`src/sine_quarter.mem`:
```
// signed 16-bit quarter-wave sine, one hex sample per line, entry j at address j
0192
04B6
07D9
0AFB
0E1C
113A
1455
176E
1A82
1D93
209F
23A6
26A8
29A3
2C99
2F87
326E
354D
3824
3AF2
3DB8
4073
4325
45CD
4869
4AFB
4D81
4FFB
5268
54C9
571D
5964
5B9C
5DC7
5FE3
61F0
63EE
65DD
67BC
698B
6B4A
6CF8
6E96
7022
719D
7307
745F
75A5
76D8
77FA
7909
7A05
7AEE
7BC5
7C88
7D38
7DD5
7E5F
7ED5
7F37
7F86
7FC1
7FE9
7FFD

```
`src/fm_pkg.sv`:
```
package fm_pkg;

    // frame geometry
    localparam int NUM_VOICES   = 16;
    localparam int NUM_OPS      = 6;
    // one slot per clock, slot = op * 16 + voice
    localparam int NUM_SLOTS    = NUM_VOICES * NUM_OPS;
    // only operator 5 reaches the mixer
    localparam int CARRIER_OP   = 5;
    localparam int SINE_ENTRIES = 64;

    // field widths
    localparam int SLOT_W      = 7;
    localparam int OP_W        = 3;
    localparam int VOICE_W     = 4;
    localparam int PHASE_W     = 16;
    localparam int LEVEL_W     = 16;
    localparam int SAMPLE_W    = 16;
    localparam int SINE_ADDR_W = 6;

    // mixer sum width and output shift, 16 voices need 4 extra bits
    localparam int MIX_W     = 20;
    localparam int MIX_SHIFT = 4;

    // configuration write for one slot
    typedef struct packed {
        logic               we;
        logic [SLOT_W-1:0]  slot;
        logic [PHASE_W-1:0] step;
        // Q0.16 fraction
        logic [LEVEL_W-1:0] level;
    } fm_cfg_t;

    // slot issued by the sequencer
    typedef struct packed {
        logic               valid;
        logic [OP_W-1:0]    op;
        logic [VOICE_W-1:0] voice;
        logic [PHASE_W-1:0] phase;
        logic [LEVEL_W-1:0] level;
    } fm_slot_t;

    // operator result
    typedef struct packed {
        logic                       valid;
        logic [OP_W-1:0]            op;
        logic [VOICE_W-1:0]         voice;
        logic signed [SAMPLE_W-1:0] sample;
    } fm_out_t;

endpackage
```
`src/fm_synth_top.sv`:
```
`timescale 1ns/1ps

module fm_synth_top (
    input  logic                i_Clock,
    input  logic                i_rst_n,
    input  logic                i_run,
    input  fm_pkg::fm_cfg_t     i_cfg,
    output logic signed [15:0]  o_sample,
    output logic                o_sample_ready
);
    import fm_pkg::*;

    // sequencer to operator
    fm_slot_t w_slot;

    // operator result to buffer and mixer
    fm_out_t w_out;

    // modulation read path
    logic [VOICE_W-1:0]         w_mod_voice;
    logic signed [SAMPLE_W-1:0] w_mod_sample;

    fm_slot_sequencer u_sequencer (
        .i_Clock (i_Clock),
        .i_rst_n (i_rst_n),
        .i_run   (i_run),
        .i_cfg   (i_cfg),
        .o_slot  (w_slot)
    );

    fm_operator u_operator (
        .i_Clock      (i_Clock),
        .i_rst_n      (i_rst_n),
        .i_slot       (w_slot),
        .o_mod_voice  (w_mod_voice),
        .i_mod_sample (w_mod_sample),
        .o_out        (w_out)
    );

    fm_mod_buffer u_mod_buffer (
        .i_Clock     (i_Clock),
        .i_rst_n     (i_rst_n),
        .i_out       (w_out),
        .i_rd_voice  (w_mod_voice),
        .o_rd_sample (w_mod_sample)
    );

    fm_voice_mixer u_mixer (
        .i_Clock        (i_Clock),
        .i_rst_n        (i_rst_n),
        .i_out          (w_out),
        .o_sample       (o_sample),
        .o_sample_ready (o_sample_ready)
    );

endmodule

```
`src/fm_voice_mixer.sv`:
```
`timescale 1ns/1ps

module fm_voice_mixer (
    input  logic                i_Clock,
    input  logic                i_rst_n,
    input  fm_pkg::fm_out_t     i_out,
    output logic signed [15:0]  o_sample,
    output logic                o_sample_ready
);
    import fm_pkg::*;

    logic signed [MIX_W-1:0]    r_sum;
    logic signed [MIX_W-1:0]    w_sum_base;
    logic signed [MIX_W-1:0]    w_sum_next;
    logic signed [SAMPLE_W-1:0] w_in_sample;
    logic                       w_carrier;
    logic                       w_first;
    logic                       w_last;

    // only carrier outputs are summed
    assign w_carrier = i_out.valid && (i_out.op == OP_W'(CARRIER_OP));
    assign w_first   = w_carrier && (i_out.voice == '0);
    assign w_last    = w_carrier && (i_out.voice == VOICE_W'(NUM_VOICES - 1));

    assign w_in_sample = i_out.sample;

    // voice 0 opens a frame, so a partial frame left by a stop is dropped
    assign w_sum_base = w_first ? '0 : r_sum;
    assign w_sum_next = w_sum_base + {{(MIX_W-SAMPLE_W){w_in_sample[SAMPLE_W-1]}}, w_in_sample};

    always_ff @(posedge i_Clock or negedge i_rst_n) begin
        if (!i_rst_n) begin
            r_sum          <= '0;
            o_sample       <= '0;
            o_sample_ready <= 1'b0;
        end else begin
            o_sample_ready <= w_last;
            if (w_last) begin
                // frame complete
                // divide by 16 through the top bits, sample held until next frame
                o_sample <= w_sum_next[MIX_W-1:MIX_SHIFT];
                r_sum    <= '0;
            end else if (w_carrier) begin
                r_sum <= w_sum_next;
            end
        end
    end

    // carriers of voice 15 are a frame apart, so ready is a single pulse
    a_ready_pulse: assert property (@(posedge i_Clock) disable iff (!i_rst_n)
        o_sample_ready |=> !o_sample_ready)
        else $error("sample ready held for two cycles");

endmodule

```
`src/fm_mod_buffer.sv`:
```
`timescale 1ns/1ps

module fm_mod_buffer (
    input  logic                i_Clock,
    input  logic                i_rst_n,
    input  fm_pkg::fm_out_t     i_out,
    input  logic [3:0]          i_rd_voice,
    output logic signed [15:0]  o_rd_sample
);
    import fm_pkg::*;

    // newest operator output per voice
    // next operator of a voice is issued 16 slots later,
    // well after this write, so the read is always fresh
    logic signed [SAMPLE_W-1:0] r_mod [NUM_VOICES];

    // write side
    always_ff @(posedge i_Clock or negedge i_rst_n) begin
        if (!i_rst_n) begin
            for (int v = 0; v < NUM_VOICES; v++) begin
                r_mod[v] <= '0;
            end
        end else if (i_out.valid) begin
            // every operator writes, op 5 output is simply never read
            // since op 0 takes no modulation
            r_mod[i_out.voice] <= i_out.sample;
        end
    end

    // read side
    // combinational, feeds the operator's first stage add
    assign o_rd_sample = r_mod[i_rd_voice];

endmodule

```
`src/fm_operator.sv`:
```
`timescale 1ns/1ps

module fm_operator (
    input  logic                i_Clock,
    input  logic                i_rst_n,
    input  fm_pkg::fm_slot_t    i_slot,
    output logic [3:0]          o_mod_voice,
    input  logic signed [15:0]  i_mod_sample,
    output fm_pkg::fm_out_t     o_out
);
    import fm_pkg::*;

    // slot identity that rides along the pipeline
    typedef struct packed {
        logic               valid;
        logic [OP_W-1:0]    op;
        logic [VOICE_W-1:0] voice;
    } tag_t;

    // quarter-wave sine table, mirrored for the other quadrants
    logic signed [SAMPLE_W-1:0] sine_rom [SINE_ENTRIES];

    initial begin
        $readmemh("/design/src/sine_quarter.mem", sine_rom);
    end

    // stage tags, index 0 is stage 1
    tag_t r_tag [5];

    // level follows the data through stages 1 to 3
    logic [LEVEL_W-1:0] r_level [3];

    logic [PHASE_W-1:0]                w_mod_phase;
    logic [PHASE_W-1:0]                w_phase_eff;
    logic [SINE_ADDR_W+1:0]            r_index;
    logic [SINE_ADDR_W-1:0]            r_addr;
    logic                              r_neg;
    logic signed [SAMPLE_W-1:0]        r_sine;
    logic signed [SAMPLE_W+LEVEL_W:0]  r_prod;
    logic signed [SAMPLE_W-1:0]        r_sample;

    // modulation comes from the previous operator of this voice
    assign o_mod_voice = i_slot.voice;

    // operator 0 heads the chain and is unmodulated
    assign w_mod_phase = (i_slot.op == '0) ? '0 : i_mod_sample;
    assign w_phase_eff = i_slot.phase + w_mod_phase;

    // tags
    always_ff @(posedge i_Clock or negedge i_rst_n) begin
        if (!i_rst_n) begin
            for (int k = 0; k < 5; k++) begin
                r_tag[k] <= '0;
            end
        end else begin
            r_tag[0] <= '{valid: i_slot.valid, op: i_slot.op, voice: i_slot.voice};
            for (int k = 1; k < 5; k++) begin
                r_tag[k] <= r_tag[k-1];
            end
        end
    end

    // datapath
    always_ff @(posedge i_Clock) begin
        // stage 1, phase plus modulation, only the top 8 bits index the table
        r_index    <= w_phase_eff[PHASE_W-1 -: SINE_ADDR_W+2];
        r_level[0] <= i_slot.level;

        // stage 2, quadrant split
        // odd quadrants run the table backwards, T[63-j] is ~j
        r_addr     <= r_index[SINE_ADDR_W] ? ~r_index[SINE_ADDR_W-1:0]
                                           : r_index[SINE_ADDR_W-1:0];
        // lower half-wave is negative
        r_neg      <= r_index[SINE_ADDR_W+1];
        r_level[1] <= r_level[0];

        // stage 3, table read with sign applied
        r_sine     <= r_neg ? -sine_rom[r_addr] : sine_rom[r_addr];
        r_level[2] <= r_level[1];

        // stage 4, level is unsigned so widen with a zero sign bit
        r_prod <= r_sine * $signed({1'b0, r_level[2]});

        // stage 5, Q0.16 scale is an arithmetic shift by 16
        r_sample <= r_prod[SAMPLE_W+LEVEL_W-1:LEVEL_W];
    end

    always_comb begin
        o_out.valid  = r_tag[4].valid;
        o_out.op     = r_tag[4].op;
        o_out.voice  = r_tag[4].voice;
        o_out.sample = r_sample;
    end

    // sequencer must never issue an operator beyond the chain
    a_op_range: assert property (@(posedge i_Clock) disable iff (!i_rst_n)
        i_slot.valid |-> (i_slot.op < OP_W'(NUM_OPS)))
        else $error("operator index %0d out of range", i_slot.op);

endmodule

```
`src/fm_slot_sequencer.sv`:
```
`timescale 1ns/1ps

module fm_slot_sequencer (
    input  logic             i_Clock,
    input  logic             i_rst_n,
    input  logic             i_run,
    input  fm_pkg::fm_cfg_t  i_cfg,
    output fm_pkg::fm_slot_t o_slot
);
    import fm_pkg::*;

    // current slot, op in the top bits and voice in the bottom bits
    logic [SLOT_W-1:0] r_slot_cnt;
    logic              w_wrap;

    // per-slot configuration
    logic [PHASE_W-1:0] r_step [NUM_SLOTS];
    logic [LEVEL_W-1:0] r_level [NUM_SLOTS];

    // per-slot phase accumulators
    logic [PHASE_W-1:0] r_phase_acc [NUM_SLOTS];

    assign w_wrap = (r_slot_cnt == SLOT_W'(NUM_SLOTS - 1));

    // configuration store
    // a write lands before the next issue of that slot
    always_ff @(posedge i_Clock) begin
        if (i_cfg.we) begin
            r_step[i_cfg.slot]  <= i_cfg.step;
            r_level[i_cfg.slot] <= i_cfg.level;
        end
    end

    always_ff @(posedge i_Clock or negedge i_rst_n) begin
        if (!i_rst_n) begin
            r_slot_cnt <= '0;
            o_slot     <= '0;
            for (int s = 0; s < NUM_SLOTS; s++) begin
                r_phase_acc[s] <= '0;
            end
        end else if (!i_run) begin
            // stopped, restart the frame and all phases from zero
            r_slot_cnt   <= '0;
            o_slot.valid <= 1'b0;
            for (int s = 0; s < NUM_SLOTS; s++) begin
                r_phase_acc[s] <= '0;
            end
        end else begin
            // issue the slot with its phase before the step is added
            o_slot.valid <= 1'b1;
            o_slot.op    <= r_slot_cnt[SLOT_W-1:VOICE_W];
            o_slot.voice <= r_slot_cnt[VOICE_W-1:0];
            o_slot.phase <= r_phase_acc[r_slot_cnt];
            o_slot.level <= r_level[r_slot_cnt];

            // advance this slot for the next frame
            r_phase_acc[r_slot_cnt] <= r_phase_acc[r_slot_cnt] + r_step[r_slot_cnt];

            // 96 slots per frame, no power of two so wrap explicitly
            r_slot_cnt <= w_wrap ? '0 : r_slot_cnt + 1'b1;
        end
    end

    // slot counter stays inside the frame
    a_cnt_range: assert property (@(posedge i_Clock) disable iff (!i_rst_n)
        r_slot_cnt < SLOT_W'(NUM_SLOTS))
        else $error("slot counter out of range");

    // config writes must target an existing slot
    a_cfg_slot: assert property (@(posedge i_Clock) disable iff (!i_rst_n)
        i_cfg.we |-> (i_cfg.slot < SLOT_W'(NUM_SLOTS)))
        else $error("config write to slot %0d", i_cfg.slot);

endmodule

```
`config.mk`:
```
export PLATFORM = sky130hd
export DESIGN_NAME = fm_synth_top
export DESIGN_NICKNAME = d
export VERILOG_FILES = /design/src/fm_pkg.sv /design/src/fm_synth_top.sv /design/src/fm_voice_mixer.sv /design/src/fm_mod_buffer.sv /design/src/fm_operator.sv /design/src/fm_slot_sequencer.sv
export SDC_FILE = /design/constraint.sdc
export NUM_CORES = 1
export LEC_CHECK = 0
export BUFFER_PORTS_ARGS = -buffer_cell sky130_fd_sc_hd__buf_2
export CORE_AREA = 2 2 76 78
export DETAILED_ROUTE_END_ITERATION = 6
export DIE_AREA = 0 0 78 80
export PLACE_DENSITY = 0.75
export SYNTH_ARGS = -nofsm -noshare
export SYNTH_HDL_FRONTEND = slang
export SYNTH_MEMORY_MAX_BITS = 65536
export SYNTH_SLANG_ARGS = --single-unit
export TNS_END_PERCENT = 50
```
`constraint.sdc`:
```
create_clock -name i_Clock -period 4.61 [get_ports i_Clock]
set_clock_uncertainty 0.1 [all_clocks]
set_input_delay 0.922 -clock i_Clock [delete_from_list [all_inputs] [get_ports i_Clock]]
set_output_delay 0.922 -clock i_Clock [all_outputs]
set_load 0.05 [all_outputs]
```
==> After elaboration in Yosys (flattened, before gate mapping) <==
Memory sizes are Yosys's and may differ from the RTL's. A register that Yosys moved wholly into a read port is not among the register bits.
Index checks and enable logic that the tools add are counted.
{ "word_totals": {"mem_count": 3, "mem_bits_rw": 3120, "out_inout_bits": 17, "register_bits": 1973, "in_bits": 43} }
{ "classes": {"reduce_logical": 9, "mux": 23, "bitwise": 3, "addsub": 5, "eq_ne": 3, "mul": 1, "order_cmp": 5} }
{ "memory_table": {"columns": ["name", "depth", "word_bits", "rd", "rd_clocked_by_memory_dff", "wr", "line", "source"], "rows": [
  ["u_sequencer.r_level", 96, 16, 1, 1, 1, "fm_slot_sequencer.sv:18", "logic [LEVEL_W-1:0] r_level [NUM_SLOTS];"],
  ["u_sequencer.r_step", 96, 16, 1, 0, 1, "fm_slot_sequencer.sv:17", "logic [PHASE_W-1:0] r_step [NUM_SLOTS];"],
  ["u_operator.r_level", 3, 16, 3, 0, 3, "fm_operator.sv:31", "logic [LEVEL_W-1:0] r_level [3];"]
]} }
{ "ops": {"columns": ["cell", "n"], "rows": [
  ["$bwmux 1536", 1],
  ["$mux 1536", 1],
  ["$bwmux 256", 1],
  ["$mux 16", 8],
  ["$bmux 16 s7", 1],
  ["$demux 16 s7", 1],
  ["$bmux 16 s4", 1],
  ["$demux 16 s4", 1],
  ["$mux 20", 3],
  ["$add 16x16->16", 2],
  ["$mul 16x17->32", 1],
  ["$add 20x20->20", 1],
  ["$neg 16->16 const A", 1],
  ["$mux 7", 2],
  ["$ge 5x5->1 const B", 2],
  ["$not 4->5", 2],
  ["$ge 8x8->1 const B", 1],
  ["$lt 8x1->1 const B", 1],
  ["$not 7->8", 1],
  ["$add 7x1->7 const B", 1],
  ["$eq 7x7->1 const B", 1],
  ["$logic_and 1x1->1", 5],
  ["$lt 5x1->1 const B", 1],
  ["$eq 4x4->1 const B", 1],
  ["6 further kinds", 8]
]} }

==> Longest topological paths before layout <==
Gate-level depths: netlist of the first run.
{ "depth": {"depth_word": 7, "depth_mapped": 5, "mapped_depth_nobuf": 4} }

==> Hierarchy <==
Synthesis of the first run repeated with hierarchy kept, for this count alone.
{ "hier_totals": {"cells_unflattened": 12666, "area_unflattened_um2": 199735.3} }
{ "by_module_without_submodules": {"columns": ["module", "seq_area_each_um2", "instances", "area_per_inst_um2", "cells_per_inst"], "rows": [
  ["fm_slot_sequencer", 131861.5, 1, 184498.2, 11640],
  ["fm_mod_buffer", 6406.1, 1, 11587.4, 712],
  ["fm_voice_mixer", 925.9, 1, 2434.8, 245],
  ["fm_operator", 1001.0, 1, 1214.9, 69]
]} }

==> Least setup slack after synthesis of the first run <==
No wires, ideal clock.
{ "synth_timing": {"kind": "input to register", "start": "input i_run", "end": "register u_sequencer.o_slot[33] (netlist bit)", "arrival_time_ps": 1542, "path_slack_ps": 2843, "t_required_ps": 4385, "setup_time_ps": 125, "path_buffers": 1, "path_stages": 2, "cell_sequence": "clkbuf_1 -> mux2_2"} }
{ "synth_lines": {"columns": ["item", "line", "source"], "rows": [
  ["start, declared", "fm_synth_top.sv:6", "input logic i_run,"],
  ["end, declared", "fm_slot_sequencer.sv:8", "output fm_pkg::fm_slot_t o_slot"]
]} }
No word-level cell between the ends.

==> Worst setup path in the final report of the first run <==
{ "layout_timing": {"start": "register u_operator.r_tag (netlist bit u_operator.o_out[16])", "end": "register u_mixer.r_sum[9]"} }
{ "layout_via": {"elab_chain_cells": 6, "word_cells_on_any_way": 9} }
{ "layout_rtl": {"columns": ["item", "line", "source"], "rows": [
  ["start, declared", "fm_operator.sv:28", "tag_t r_tag [5];"],
  ["start signal, assigned by index", "fm_operator.sv:58", "r_tag[k] <= r_tag[k-1];"],
  ["$logic_not 4->1", "fm_voice_mixer.sv:22", "assign w_first = w_carrier && (i_out.voice == '0);"],
  ["$logic_and 1x1->1", "fm_voice_mixer.sv:22", null],
  ["$mux 20", "fm_voice_mixer.sv:28", "assign w_sum_base = w_first ? '0 : r_sum;"],
  ["$add 20x20->20", "fm_voice_mixer.sv:29", "assign w_sum_next = w_sum_base + {{(MIX_W-SAMPLE_W){w_in_sample[SAMPLE_W-1]}}, w_in_sample};"],
  ["$mux 20", "fm_voice_mixer.sv:43", "end else if (w_carrier) begin"],
  ["$mux 20", "fm_voice_mixer.sv:38", "if (w_last) begin"],
  ["end signal, assigned", "fm_voice_mixer.sv:44", "r_sum <= w_sum_next;"],
  ["end, declared", "fm_voice_mixer.sv:12", "logic signed [MIX_W-1:0] r_sum;"]
]} }
Parallel ways exist; a longest one is shown, timed or not. The select of a mux whose other input is x is not followed.
A chain may end at the register's enable or synchronous reset.

==> results.py, run 1 <==
metrics = {
    "sta": {
        "setup_ws_ns": 2.42,
        "tns_ns": 0,
        "worst_pin_slew_ns": 1.01,
        "fmax_mhz": 456,
        "hold_viol": 0,
        "period_share_pct": 47.6,
        "maxSlewHeadroom_pct": 32.4,
        "grt_setup_unrepaired": "no",
        "period_minus_slack_ns": 2.19,
        "finalSetupViolCount": 0,
        "maxSlewViolCount": 0,
        "whs_ns": 0.248,
    },
    "logic_synthesis": {
        "synth_nets": 240,
        "synth_cell_types": 25,
        "syn-cell-area_um2": 2870,
        "synth_top_area_cell": "dfrtp_1",
        "synthCells": 196,
        "synth-edff-count": 0,
        "synthArstFlopShare_pct": 100,
        "yosysMostFrequentCell": "dfrtp_1",
        "ys_ff_latch": 88,
        "seq_area_frac_synth_pct": 76.9,
        "yosys_warnings": 0,
        "ys_top_cells_by_area": "dfrtp_1 (77%), o31ai_1 (4.2%), o21ai_0 (3.1%), nor2b_1 (3.1%), mux2_2 (2.8%)",
        "synth_top_area_share_pct": 76.9,
        "ys.flop_type": "dfrtp_1",
        "yosys-top-cells-count": "dfrtp_1 (88), nand2_1 (18), o21ai_0 (18), o31ai_1 (16), nor2b_1 (14)",
        "avgSynthCellArea_um2": 14.6,
    },
    "clock_network": {
        "clkLatencyLatePin_ns": 0.33,
        "htreeDepth": 3,
        "cts-resized-gates": 0,
        "ctsHoldBuffers": 0,
        "cts_root_buffer": "clkbuf_8",
        "cts_tree": "yes",
        "cts_setup_buffers": 0,
        "clock_path_buffers": 2,
        "clk_pin_slew_ns": 0.07,
        "cts_num_sinks": 88,
        "numCtsBuffers": 9,
    },
    "power": {
        "p_seq_share_pct": 64.0,
        "switching_share_pct": 20.3,
        "clockPowerShare_pct": 33.1,
        "power_mw": 1.25,
        "p_sw_mw": 0.254,
        "leakage_nw": 1.59,
        "powerDensity_nw_per_um2": 395,
        "ir_drop_mv": 0.262,
        "p_int_mw": 0.997,
        "comb_power_share_pct": 2.8,
    },
    "drt": {
        "antenna_left": 0,
        "dr.pass1.iters": 4,
        "vias": 1433,
        "drcViolationCount": 0,
        "wl_per_cell_um": 12.7,
        "routed_wl_mm": 3.70,
        "post_drt_via_cell_ratio": 4.92,
        "drt_iter0_drc": 92,
    },
    "place": {
        "postPlaceCellArea_um2": 3020,
        "post-place-ws_ns": 2.37,
        "numPortBuffers": 19,
        "hpwl_mm": 2.31,
        "dp_cells": 279,
        "routabilityCongestion": 0.688,
    },
    "global_routing": {
        "antenna_found_initial": 0,
        "grt_usage_pct": 14.5,
        "first_global_vias": 1453,
        "grt_max_degree": 89,
        "grt_pass1_wl_mm": 6.61,
        "overflow": 0,
    },
    "worst_setup_path": {
        "crit_start": "u_operator.o_out[16]",
        "cp_slowest_stage_delay_ns": 0.85,
        "slowest_stage": "or4_1",
        "reg2reg_slack_ns": 2.42,
        "path_cells": "or4_1, a21oi_4, and2b_1",
        "reg2reg_depth": 3,
        "required_ns": 4.74,
        "worst_setup_path_end_kind": "flop",
        "r2r_end": "u_mixer.r_sum[9]",
        "arrival_ns": 2.32,
        "r2r-start": "u_operator.o_out[16]",
        "critPathLaunchType": "flop",
        "cp-endpoint": "u_mixer.r_sum[9]",
        "crit_path_max_fanout": 17,
        "critPathKind": "reg -> reg",
    },
    "floorplan": {
        "die_x_um": 78,
        "ios": 60,
        "core-area_um2": 5410,
        "start_util_pct": 53.0,
        "die_h_um": 80,
        "rows": 27,
        "die_area_um2": 6240,
    },
    "job": {
        "maxCapViolCount": 0,
    },
    "final_layout": {
        "antennaDiodeCount": 0,
        "n_fill_cell": 428,
        "layout-drive-gt1-share_pct": 19.2,
        "final_core_util_pct": 58.7,
        "syn2layout_area_growth_pct": 10.7,
        "final_cells": 291,
        "seq_area_um2": 2200,
        "multi_input_area_um2": 614,
        "design_area_um2": 3170,
        "final_nets": 262,
    },
    "outcome": {
        "status": "completed",
    },
    "worst_hold_path": {
        "hold_path_class": "reg -> reg",
    },
}
registers in the layout (all words and copies together) (netlist names):
register / flops
u_sequencer.o_slot: 8
u_mixer.o_sample: 16
u_mixer.o_sample_ready: 1
u_operator.o_out: 8
u_sequencer.r_slot_cnt: 7
u_mixer.r_sum: 16
u_operator.r_tag: 32
critical path: cells and delay by family, from the launching register on:
kind | cells | cell delay [ns]
flops | 1 | 0.38
compound gates | 1 | 0.51
simple gates | 2 | 1.09
power by group through the flow:
stage / logic (mW) / registers [mW] / clock network [mW]
6_report: 0.0353 / 0.801 / 0.414
5_1_grt: 0.0422 / 0.803 / 0.476
4_1_cts: 0.0376 / 0.801 / 0.438
3_5_place_dp: 0.0376 / 0.817 / 0
3_3_place_gp: 0.0361 / 0.815 / 0
2_1_floorplan: 0.0198 / 0.814 / 0
routing by layer:
| layer | routed length (um) | track usage, % |
|---|---|---|
| met5 | 0 | 0 |
| met4 | 66 | 7.37 |
| met3 | 161 | 6.79 |
| met2 | 1790 | 22.2 |
| met1 | 1680 | 17.3 |
cell families after synthesis:
family,share of synthesized area (%)
AND/OR/NAND/NOR,9.00
adder cells (fa/ha/maj),0.437
AO/OA/AOI/OAI,8.34
buffers and inverters,1.70
XOR/XNOR,0.917
multiplexers,2.75
flip-flops,76.9
cells in the final DEF, fill, tap and decap left out:
master	instances
a21boi_0	1
a21oi_1	1
a21oi_4	1
and2_1	2
and2b_1	2
buf_2	18
buf_4	3
clkbuf_8	10
clkinv_2	2
dfrtp_1	88
ha_1	1
inv_1	1
mux2_2	7
nand2_1	18
nand2b_1	1
nand3_1	2
nand4_1	2
nand4b_1	1
nor2_1	4
nor2b_1	14
o21ai_0	18
o31ai_1	16
or3_1	1
or3b_2	1
or4_1	1
xnor2_1	1
xor2_1	2
area by class of cell:
cell class	count	share of cell area (%)
sequential	88	69.5
multi-input combinational	97	19.4
clock buffer	10	4.34
timing repair buffer	21	3.55
tap	72	2.84
clock inverter	2	0.316
inverter	1	0.118
worst min path at each step:
| stage | startpoint | slack, ns | to | depth (start not counted) |
|---|---|---|---|---|
| after detailed placement | u_operator.r_tag[31] | 0.23 | u_operator.r_tag[23] | 0 |
| final | u_operator.r_tag[19] | 0.25 | u_operator.r_tag[11] | 0 |
| after CTS | u_operator.r_tag[35] | 0.25 | u_operator.r_tag[27] | 0 |
| after global routing | u_operator.r_tag[8] | 0.25 | u_operator.o_out[16] | 0 |
| after floorplan | u_operator.r_tag[8] | 0.23 | u_operator.o_out[16] | 0 |
| after global placement | u_operator.r_tag[12] | 0.23 | u_operator.o_out[20] | 0 |
Note: power is estimated with default switching activity, not from simulation.
==> run 2, diff against run 1 <==
CORE_AREA = 2 2 81 83   (was 2 2 76 78)
DIE_AREA = 0 0 83 85   (was 0 0 78 80)
PLACE_DENSITY = 0.69   (was 0.75)
clock period = 2 ns   (was 4.61 ns; I/O delays follow)
==> run 2 against run 1 <==
  * Non-clock buffer count increased by 7
  * Register-to-register slack got worse by 2.1 ns
  * Critical path depth increased by 1
  * Setup slack got worse by 2.1 ns
  * Sequential cell count unchanged
  * Largest power group unchanged
==> results.py, run 2 (synthesized netlist as in run 1, its figures left out) <==
metrics = {
    "sta": {
        "maxSlewViolCount": 0,
        "period_minus_slack_ns": 1.69,
        "hold_viol": 0,
        "finalSetupViolCount": 0,
        "grt_setup_unrepaired": "no",
        "worst_pin_slew_ns": 0.463,
        "tns_ns": 0,
        "setup_ws_ns": 0.309,
        "maxSlewHeadroom_pct": 68.8,
        "fmax_mhz": 591,
        "period_share_pct": 84.5,
    },
    "clock_network": {
        "clock_path_buffers": 2,
        "htreeDepth": 3,
        "numCtsBuffers": 9,
        "clk_pin_slew_ns": 0.07,
        "cts-resized-gates": 0,
        "cts_num_sinks": 88,
        "cts_setup_buffers": 0,
        "cts_root_buffer": "clkbuf_8",
        "clkLatencyLatePin_ns": 0.34,
        "cts_tree": "yes",
        "ctsHoldBuffers": 1,
    },
    "power": {
        "leakage_nw": 1.66,
        "ir_drop_mv": 0.650,
        "powerDensity_nw_per_um2": 973,
        "power_mw": 3.22,
    },
    "worst_setup_path": {
        "crit_start": "u_operator.o_out[16]",
        "required_ns": 2.13,
        "critical_path_depth": 4,
        "cp_slowest_stage_delay_ns": 0.60,
        "path_delay_family": "simple AND/OR/NAND/NOR gates",
        "path_cells": "or4_1, a21oi_4, buf_4, nor2b_1",
        "r2r_end": "u_mixer.r_sum[18]",
        "arrival_ns": 1.82,
        "r2r-start": "u_operator.o_out[16]",
        "critPathKind": "reg -> reg",
        "crit_path_max_fanout": 11,
        "worst-path-buf-inv": 1,
        "slowest_stage": "or4_1",
        "cp-endpoint": "u_mixer.r_sum[18]",
        "reg2reg_depth": 4,
        "worst_setup_path_end_kind": "flop",
        "reg2reg_slack_ns": 0.31,
        "critPathLaunchType": "flop",
    },
    "job": {
        "maxCapViolCount": 0,
    },
    "drt": {
        "antenna_left": 0,
        "vias": 1476,
        "drcViolationCount": 0,
        "wl_per_cell_um": 12.4,
        "post_drt_via_cell_ratio": 4.81,
        "routed_wl_mm": 3.82,
        "dr.pass1.iters": 4,
        "drt_iter0_drc": 50,
    },
    "final_layout": {
        "top_register": "u_operator.r_tag",
        "final_nets": 269,
        "mostFrequentLayoutCells": "dfrtp_1 (88), nand2_1 (18), o21ai_0 (18), buf_2 (18), o31ai_1 (16)",
        "largest_reg_flops": 32,
        "layout-drive-gt1-share_pct": 21.3,
        "syn2layout_area_growth_pct": 15.5,
        "reg_top3": "u_operator.r_tag: 32 flops, u_mixer.o_sample: 16 flops, u_mixer.r_sum: 16 flops",
        "n_fill_cell": 500,
        "antennaDiodeCount": 0,
        "layout_commonest_cell": "dfrtp_1",
    },
    "place": {
        "hpwl_mm": 2.43,
        "post-place-ws_ns": 0.303,
        "numPortBuffers": 19,
        "routabilityCongestion": 0.724,
    },
    "global_routing": {
        "grt_usage_pct": 12.3,
        "antenna_found_initial": 0,
        "grt_max_degree": 38,
        "overflow": 0,
        "grt_pass1_wl_mm": 6.71,
        "first_global_vias": 1455,
    },
    "floorplan": {
        "die_h_um": 85,
        "start_util_pct": 46.2,
        "rows": 29,
        "die_x_um": 83,
        "ios": 60,
        "die_area_um2": 7060,
        "core-area_um2": 6200,
    },
    "worst_hold_path": {
        "hold_path_class": "in -> reg",
        "hp-start": "i_run",
    },
    "outcome": {
        "status": "completed",
    },
}
## run 2: where the power goes
group | leakage (nW) | switching, mW | internal (mW)
combinational | 0.351 | 0.0697 | 0.0290
sequential | 1.20 | 0.0184 | 1.83
clock | 0.108 | 0.538 | 0.738
## run 2: through the flow
stage / cells / hold slack (ns) / utilization [%] / instance area (um2)
4_1_cts: 307 / 0.186 / 53.4 / 3310
3_3_place_gp: 290 / 0.174 / 49.7 / 3090
3_5_place_dp: 290 / 0.178 / 49.7 / 3090
2_1_floorplan: 196 / 0.00441 / - / 2870
6_report: 307 / 0.208 / 53.4 / 3310
5_1_grt: 307 / 0.185 / 53.4 / 3310
## run 2: worst min-delay path by stage
stage	end	depth (start not counted)
5_1_grt	u_sequencer.o_slot[39]	1
6_report	u_sequencer.o_slot[39]	1
2_1_floorplan	u_mixer.o_sample[0]	0
3_5_place_dp	u_mixer.o_sample[3]	1
3_3_place_gp	u_mixer.o_sample[3]	1
4_1_cts	u_sequencer.o_slot[39]	1
## run 2: layout make-up
class                   count  area (um2)  area share [%]
well taps                  77        96.3            2.91
clock buffers              13         149            4.50
clock inverters             3        65.1            1.97
repair buffers             28         180            5.44
multi-input cells          97         614            18.6
flip-flops and latches     88        2200            66.5
inverters                   1        3.75           0.113
## run 2: routing by layer
metal  vias up  track usage, %  wire length (um)
met5         -               0                 0
met4         0            5.37                41
met1       737            14.5              1760
li1        713               -                 -
met3         4            5.84               172
met2        22            19.6              1840
## run 2: worst reg2reg max path, cell delays in order, from the launching register on
cell and delay, ns:
dfrtp_1 0.38, or4_1 0.60, a21oi_4 0.23, buf_4 0.21, nor2b_1 0.06
